$ cat src/dot_defines.svh
`ifndef DOT_DEFINES_SVH
`define DOT_DEFINES_SVH

// lanes per vector beat
`define DOT_LANES 4

// input samples, signed Q1.7
`define DOT_SAMPLE_W 8
`define DOT_SAMPLE_FRAC 7

// lane products, signed Q2.10
`define DOT_PROD_W 12
`define DOT_PROD_FRAC 10

// fraction bits dropped from the raw 16-bit product
`define DOT_PROD_SHIFT (2 * `DOT_SAMPLE_FRAC - `DOT_PROD_FRAC)

// two tree levels, one bit of growth each
`define DOT_SUM_W (`DOT_PROD_W + 2)

`endif

$ cat src/dot_pkg.sv
`include "dot_defines.svh"

package dot_pkg;

    // one signed Q1.7 sample
    typedef logic signed [`DOT_SAMPLE_W-1:0] sample_t;

    // lane 0 in the low bits
    typedef logic [`DOT_LANES*`DOT_SAMPLE_W-1:0] sample_vec_t;

    // one signed Q2.10 lane product
    typedef logic signed [`DOT_PROD_W-1:0] product_t;

    // all lane products, same packing as the samples
    typedef logic [`DOT_LANES*`DOT_PROD_W-1:0] product_vec_t;

    // full precision dot product, Q4.10
    typedef logic signed [`DOT_SUM_W-1:0] sum_t;

endpackage

$ cat src/stream_if.sv
`timescale 1ns/1ps

interface stream_if #(
    parameter type data_t = logic
) ();
    data_t data;
    logic  last;
    logic  valid;
    logic  ready;

    // producer side of the link
    modport source (
        output data,
        output last,
        output valid,
        input  ready
    );

    // consumer side of the link
    modport sink (
        input  data,
        input  last,
        input  valid,
        output ready
    );
endinterface

$ cat src/lane_mul_stage.sv
`timescale 1ns/1ps
`include "dot_defines.svh"

module lane_mul_stage import dot_pkg::*; (
    input  logic        clk,
    input  logic        rst,
    input  sample_vec_t a_data,
    input  logic        a_last,
    input  logic        a_valid,
    output logic        a_ready,
    input  sample_vec_t b_data,
    input  logic        b_valid,
    output logic        b_ready,
    stream_if.source    out
);
    logic         stage_ready;
    logic         join_fire;
    product_vec_t prod_next;

    // register is free when empty or draining this cycle
    assign stage_ready = ~out.valid | out.ready;

    // each side waits on the other's valid, never on its own
    assign a_ready   = b_valid & stage_ready;
    assign b_ready   = a_valid & stage_ready;
    assign join_fire = a_valid & b_valid & stage_ready;

    for (genvar i = 0; i < `DOT_LANES; i++) begin : g_lane
        sample_t                           a_s;
        sample_t                           b_s;
        logic signed [2*`DOT_SAMPLE_W-1:0] raw;
        logic signed [2*`DOT_SAMPLE_W-1:0] scaled;
        product_t                          prod;

        assign a_s = a_data[i*`DOT_SAMPLE_W +: `DOT_SAMPLE_W];
        assign b_s = b_data[i*`DOT_SAMPLE_W +: `DOT_SAMPLE_W];
        assign raw = (2*`DOT_SAMPLE_W)'(a_s) * (2*`DOT_SAMPLE_W)'(b_s);

        // Q2.14 down to Q2.10, dropped top bits are only sign
        assign scaled = raw >>> `DOT_PROD_SHIFT;
        assign prod   = scaled[`DOT_PROD_W-1:0];

        assign prod_next[i*`DOT_PROD_W +: `DOT_PROD_W] = prod;
    end

    always_ff @(posedge clk) begin
        if (rst) begin
            out.valid <= 1'b0;
        end else if (join_fire) begin
            out.valid <= 1'b1;
        end else if (out.ready) begin
            out.valid <= 1'b0;
        end
    end

    // last comes from A only, B carries no framing
    always_ff @(posedge clk) begin
        if (join_fire) begin
            out.data <= prod_next;
            out.last <= a_last;
        end
    end

    a_hold_stable: assert property (@(posedge clk) disable iff (rst)
        out.valid && !out.ready |=> $stable(out.data) && $stable(out.last));

endmodule

$ cat src/tree_level.sv
`timescale 1ns/1ps

module tree_level #(
    parameter int in_count = 4,
    parameter int in_width = 12
) (
    input  logic                                 clk,
    input  logic                                 rst,
    input  logic [in_count*in_width-1:0]         in_data,
    input  logic                                 in_last,
    input  logic                                 in_valid,
    output logic                                 in_ready,
    output logic [(in_count/2)*(in_width+1)-1:0] out_data,
    output logic                                 out_last,
    output logic                                 out_valid,
    input  logic                                 out_ready
);
    localparam int out_count = in_count / 2;
    localparam int out_width = in_width + 1;

    logic                           in_fire;
    logic [out_count*out_width-1:0] sum_next;

    if (in_count % 2 != 0) begin : g_check
        $error("tree_level needs an even operand count");
    end

    // one handshake for every adder in the level
    assign in_ready = ~out_valid | out_ready;
    assign in_fire  = in_valid & in_ready;

    for (genvar i = 0; i < out_count; i++) begin : g_pair
        logic [in_width-1:0] op_a;
        logic [in_width-1:0] op_b;

        assign op_a = in_data[(2*i)*in_width +: in_width];
        assign op_b = in_data[(2*i+1)*in_width +: in_width];

        // sign extend by one bit so the pair sum cannot overflow
        assign sum_next[i*out_width +: out_width] =
            {op_a[in_width-1], op_a} + {op_b[in_width-1], op_b};
    end

    always_ff @(posedge clk) begin
        if (rst) begin
            out_valid <= 1'b0;
        end else if (in_fire) begin
            out_valid <= 1'b1;
        end else if (out_ready) begin
            out_valid <= 1'b0;
        end
    end

    always_ff @(posedge clk) begin
        if (in_fire) begin
            out_data <= sum_next;
            out_last <= in_last;
        end
    end

    a_valid_known: assert property (@(posedge clk) disable iff (rst)
        !$isunknown(out_valid));

endmodule

$ cat src/add_tree.sv
`timescale 1ns/1ps
`include "dot_defines.svh"

module add_tree import dot_pkg::*; (
    input  logic     clk,
    input  logic     rst,
    stream_if.sink   in,
    stream_if.source out
);
    // pair of partial sums between the two levels
    localparam int mid_w     = `DOT_PROD_W + 1;
    localparam int mid_count = `DOT_LANES / 2;

    logic [mid_count*mid_w-1:0] mid_data;
    logic                       mid_last;
    logic                       mid_valid;
    logic                       mid_ready;
    sum_t                       tree_sum;

    // four products into two partial sums
    tree_level #(
        .in_count(`DOT_LANES),
        .in_width(`DOT_PROD_W)
    ) level0_i (
        .clk      (clk),
        .rst      (rst),
        .in_data  (in.data),
        .in_last  (in.last),
        .in_valid (in.valid),
        .in_ready (in.ready),
        .out_data (mid_data),
        .out_last (mid_last),
        .out_valid(mid_valid),
        .out_ready(mid_ready)
    );

    // two partial sums into the exact total
    tree_level #(
        .in_count(mid_count),
        .in_width(mid_w)
    ) level1_i (
        .clk      (clk),
        .rst      (rst),
        .in_data  (mid_data),
        .in_last  (mid_last),
        .in_valid (mid_valid),
        .in_ready (mid_ready),
        .out_data (tree_sum),
        .out_last (out.last),
        .out_valid(out.valid),
        .out_ready(out.ready)
    );

    assign out.data = tree_sum;

endmodule

$ cat src/skid_slice.sv
`timescale 1ns/1ps

module skid_slice import dot_pkg::*; (
    input  logic   clk,
    input  logic   rst,
    stream_if.sink in,
    output sum_t   out_data,
    output logic   out_last,
    output logic   out_valid,
    input  logic   out_ready
);
    sum_t       data_mem [2];
    logic       last_mem [2];
    logic       wr_ptr;
    logic       rd_ptr;
    logic [1:0] count;
    logic       in_fire;
    logic       out_fire;

    // ready from occupancy only, so out_ready never reaches upstream
    assign in.ready  = count < 2'd2;
    assign out_valid = count != 2'd0;
    assign in_fire   = in.valid & in.ready;
    assign out_fire  = out_valid & out_ready;

    always_ff @(posedge clk) begin
        if (rst) begin
            wr_ptr <= 1'b0;
            rd_ptr <= 1'b0;
            count  <= 2'd0;
        end else begin
            if (in_fire) begin
                wr_ptr <= ~wr_ptr;
            end
            if (out_fire) begin
                rd_ptr <= ~rd_ptr;
            end
            case ({in_fire, out_fire})
                2'b10:   count <= count + 2'd1;
                2'b01:   count <= count - 2'd1;
                default: count <= count;
            endcase
        end
    end

    always_ff @(posedge clk) begin
        if (in_fire) begin
            data_mem[wr_ptr] <= in.data;
            last_mem[wr_ptr] <= in.last;
        end
    end

    // head entry is always on the output
    assign out_data = data_mem[rd_ptr];
    assign out_last = last_mem[rd_ptr];

    a_count_max: assert property (@(posedge clk) disable iff (rst)
        count <= 2'd2);

endmodule

$ cat src/dot_top.sv
`timescale 1ns/1ps

module dot_top import dot_pkg::*; (
    input  logic        clk,
    input  logic        rst,

    // A stream, carries the frame marker
    input  sample_vec_t a_data,
    input  logic        a_last,
    input  logic        a_valid,
    output logic        a_ready,

    // B stream
    input  sample_vec_t b_data,
    input  logic        b_valid,
    output logic        b_ready,

    // dot product result
    output sum_t        out_data,
    output logic        out_last,
    output logic        out_valid,
    input  logic        out_ready
);
    // lane products into the add tree
    stream_if #(.data_t(product_vec_t)) mul_if ();

    // tree sum into the output slice
    stream_if #(.data_t(sum_t)) sum_if ();

    lane_mul_stage mul_i (
        .clk    (clk),
        .rst    (rst),
        .a_data (a_data),
        .a_last (a_last),
        .a_valid(a_valid),
        .a_ready(a_ready),
        .b_data (b_data),
        .b_valid(b_valid),
        .b_ready(b_ready),
        .out    (mul_if)
    );

    add_tree tree_i (
        .clk(clk),
        .rst(rst),
        .in (mul_if),
        .out(sum_if)
    );

    // breaks the combinational ready chain at the output
    skid_slice slice_i (
        .clk      (clk),
        .rst      (rst),
        .in       (sum_if),
        .out_data (out_data),
        .out_last (out_last),
        .out_valid(out_valid),
        .out_ready(out_ready)
    );

endmodule

$ cat config.mk
export PLATFORM = sky130hd
export DESIGN_NAME = dot_top
export DESIGN_NICKNAME = d
export VERILOG_FILES = /design/src/dot_pkg.sv /design/src/stream_if.sv /design/src/lane_mul_stage.sv /design/src/tree_level.sv /design/src/add_tree.sv /design/src/skid_slice.sv /design/src/dot_top.sv
export VERILOG_INCLUDE_DIRS = /design/src
export SDC_FILE = /design/constraint.sdc
export NUM_CORES = 1
export LEC_CHECK = 0
export BUFFER_PORTS_ARGS = -buffer_cell sky130_fd_sc_hd__buf_2
export CELL_PAD_IN_SITES_DETAIL_PLACEMENT = 1
export CELL_PAD_IN_SITES_GLOBAL_PLACEMENT = 1
export CORE_ASPECT_RATIO = 0.6
export CORE_MARGIN = 4
export CORE_UTILIZATION = 30
export CTS_CLUSTER_SIZE = 8
export DETAILED_ROUTE_END_ITERATION = 16
export HOLD_SLACK_MARGIN = 0.03
export PLACE_DENSITY_LB_ADDON = 0.2
export SKIP_LAST_GASP = 1
export SLEW_MARGIN = 20
export SYNTH_ARGS = -nofsm -noshare
export SYNTH_HDL_FRONTEND = slang
export SYNTH_HIERARCHICAL = 1
export SYNTH_SLANG_ARGS = --single-unit
$ cat constraint.sdc
create_clock -name clk -period 5.4 [get_ports clk]
set_clock_uncertainty 0.15 [all_clocks]
set_input_delay 1.08 -clock clk [delete_from_list [all_inputs] [get_ports clk]]
set_output_delay 1.08 -clock clk [all_outputs]
set_load 0.01 [all_outputs]
==> flow_metrics.py <==
metrics = {
    "sta": {
        "fin_crit_ns": 5.05,
        "setup_violations": 0,
        "hold_slack_ns": 0.273,
        "hold_viol": 0,
        "final.setup.worst_slack_ns": 0.348,
        "min_period_over_period": 0.935,
        "grt_setup_unrepaired": "no",
        "max_slew_margin": 0.392,
        "worst_pin_slew_ns": 0.912,
        "fin_setup_tns_ns": 0,
        "final_max_slew_viol_count": 0,
        "fmaxAchievable_mhz": 198,
    },
    "floorplan": {
        "rows": 64,
        "dieHeight_um": 185,
        "die-area_sq_um": 55800,
        "fp.dieW_um": 302,
        "fp.coreArea_sq_um": 51200,
        "start_util": 0.305,
        "ios": 88,
    },
    "logic_synthesis": {
        "synth_edf_count": 121,
        "muxShareOfSynthArea": 0.0150,
        "synth_cell_types": 58,
        "async_reset_ff_frac": 0,
        "netlist_instances": 1499,
        "ys_ff_latch": 129,
        "synth_fa_ha_area_frac": 0.402,
        "ys_seq_area_frac": 0.243,
        "synth_top_family_by_area": "adder cells",
        "synth-compound-area-share": 0.0709,
        "synth_flop_cell": "edfxtp_1",
        "avgSynthCellArea_sq_um": 10.4,
        "synth_fp_nets": 1938,
        "synthXorXnorAreaFrac": 0.0517,
        "yosys.area_share.simple": 0.135,
        "yosys_warnings": 6,
        "synth_area_sq_um": 15600,
    },
    "grt": {
        "grt-ovfl-total": 0,
        "grt_max_degree": 50,
        "grt_use_total": 0.132,
        "antenna_found_initial": 0,
        "first_global_vias": 11500,
        "grt_pass1_wl_mm": 59.6,
    },
    "clock_tree": {
        "insertion_delay_ns": 0.42,
        "post-cts-setup-buffers": 0,
        "path_clk_slew_ns": 0.06,
        "max-clock-path-buffers": 2,
        "clock-sinks": 129,
        "cts_tree": "built",
        "clock-root-buffer": "clkbuf_16",
        "numCtsBuffers": 17,
        "h-tree-depth": 4,
        "cts_hold_buf": 0,
        "cts.repair.resized": 0,
    },
    "run": {
        "cap_violations": 0,
    },
    "finish": {
        "fin_nets": 2095,
        "n_fill_cell": 5770,
        "final_common_cell": "inv_1",
        "area_growth_pct": 14.5,
        "layout_common_cells": "inv_1, fa_1, and2_1, ha_1, edfxtp_1",
        "fin_util": 0.349,
        "drive_gt1_frac": 0.122,
        "design_area_sq_um": 17800,
        "num_antenna_cells": 0,
        "finalNonFillerCells": 2362,
    },
    "setup_path": {
        "path_class": "input pin to flop",
        "crit_path_max_fanout": 7,
        "critPathMaxStageDelay_ns": 0.57,
        "cp-start-kind": "input pin",
        "critPathRequiredTime_ns": 5.42,
        "worstPathCellList": "buf_2, buf_4, nand2_1, inv_1, fa_1, inv_1, fa_1, fa_1, fa_1, inv_1, ha_1, a21oi_1, a21boi_0, a211o_1, o31ai_2, xnor2_1",
        "crit_path_end_kind": "flop",
        "crit_top_cell": "fa_1",
        "slowest_stage": "fa_1",
        "cp.arrival_ns": 5.07,
    },
    "placement": {
        "portBuffers": 87,
        "gp_congestion": 0.797,
        "dpl.hpwl_mm": 30.4,
        "pre_cts_slack_ns": -0.100,
        "dp_cells": 2330,
        "place_area_sq_um": 17300,
    },
    "detailed_routing": {
        "first_iter_violations": 380,
        "vias_per_cell": 4.42,
        "drc": 0,
        "wirelength_mm": 35.0,
        "post_drt_wl_per_cell_um": 14.8,
        "dr_total_vias": 10400,
        "drtAntennaViolNets": 0,
        "firstDrtPassIters": 5,
    },
    "outcome": {
        "status": "finished clean",
    },
    "power_and_ir_drop": {
        "combinationalPowerShare": 0.666,
        "ir_drop_v": 0.000224,
        "leakage_nw": 8.14,
        "p_seq_frac": 0.211,
        "intPower_mw": 4.98,
        "switching_share": 0.429,
        "power.density_nw_per_um2": 488,
        "p_clk_frac": 0.123,
        "total_power_mw": 8.71,
        "p_sw_mw": 3.74,
    },
    "worst_hold_path": {
        "hold_path_class": "flop to flop",
    },
}
==> sequential cells by signal (all words and copies together) (netlist names), named ones only <==
register,cells
mul_i/out.data,48
mul_i/out.last,1
mul_i/out.valid,1
slice_i/count,2
slice_i/data_mem,28
slice_i/last_mem,2
slice_i/rd_ptr,1
slice_i/wr_ptr,1
tree_i/level0_i/out_data,26
tree_i/level0_i/out_last,1
tree_i/level0_i/out_valid,1
tree_i/level1_i/out_data,14
tree_i/level1_i/out_last,1
tree_i/level1_i/out_valid,1
==> final cells by class <==
class | instances | area, sq um | area share
Multi-Input combinational cell | 1029 | 10500 | 0.589
Sequential cell | 129 | 3790 | 0.213
Inverter | 339 | 1270 | 0.0714
Tap cell | 693 | 867 | 0.0486
Timing Repair Buffer | 140 | 846 | 0.0474
Clock buffer | 19 | 454 | 0.0254
Clock inverter | 13 | 103 | 0.00575
==> final timing paths <==
check | start | end | slack (ns) | cells after the start
max | b_data[26] | mul_i/out.data[47]$_DFFE_PP_ | 0.35 | 16
min | mul_i/out.last$_DFFE_PP_ | tree_i/level0_i/out_last$_DFFE_PP_ | 0.27 | 0
max reg2reg | slice_i/count[1]$_SDFFE_PP0P_ | mul_i/out.data[9]$_DFFE_PP_ | 2.69 | 7
min reg2reg | mul_i/out.last$_DFFE_PP_ | tree_i/level0_i/out_last$_DFFE_PP_ | 0.27 | 0
==> Yosys cell counts, types with 5 or more instances <==
master / number / area, sq um
a21oi_1: 47 / 235
o21a_1: 8 / 60.1
fa_1: 219 / 4380
mux2_2: 19 / 214
nor4_1: 5 / 31.3
nor3_1: 9 / 45.0
nand2b_1: 21 / 131
nor2_1: 39 / 146
edfxtp_1: 121 / 3630
o21ai_0: 29 / 145
xor2_1: 13 / 114
nand4_1: 5 / 31.3
nand3_1: 8 / 40.0
a211oi_1: 8 / 60.1
nand2_1: 81 / 304
dfxtp_1: 8 / 160
nor2b_1: 36 / 225
ha_1: 150 / 1880
a21o_1: 19 / 143
xnor2_1: 79 / 692
inv_1: 339 / 1270
and3_1: 14 / 87.6
and2_1: 159 / 995
==> critical path, delay by kind of cell <==
family | cells | cell delay [ns]
buf+inv | 5 | 0.49
simple gates | 1 | 0.11
xor+xnor | 1 | 0.10
compound gates | 4 | 0.84
fa+ha+maj | 5 | 2.43
==> power by group through the flow <==
stage,clock (mW),combinational (mW),sequential [mW]
5_1_grt,1.16,6.72,1.86
6_report,1.08,5.80,1.84
2_1_floorplan,0,4.31,1.75
4_1_cts,1.11,5.93,1.85
3_5_place_dp,0,5.87,1.86
3_3_place_gp,0,5.70,1.87
==> layer usage <==
metal  share of wire  wire (um)  GRT usage
met5               0          0          0
met4          0.0056        195     0.0184
met3           0.026        907     0.0148
met2            0.44      15200      0.204
met1            0.53      18700      0.203
==> kinds of logic after synthesis <==
logic type / count (synthesis)
muxes: 21
and+or+nand+nor: 386
adders and majority gates: 369
xor gates and xnor gates: 92
DFF: 129
AOI/OAI and AO/OA: 161
buffers and inverters: 341
No activity file was read; power rests on OpenSTA's default activity.
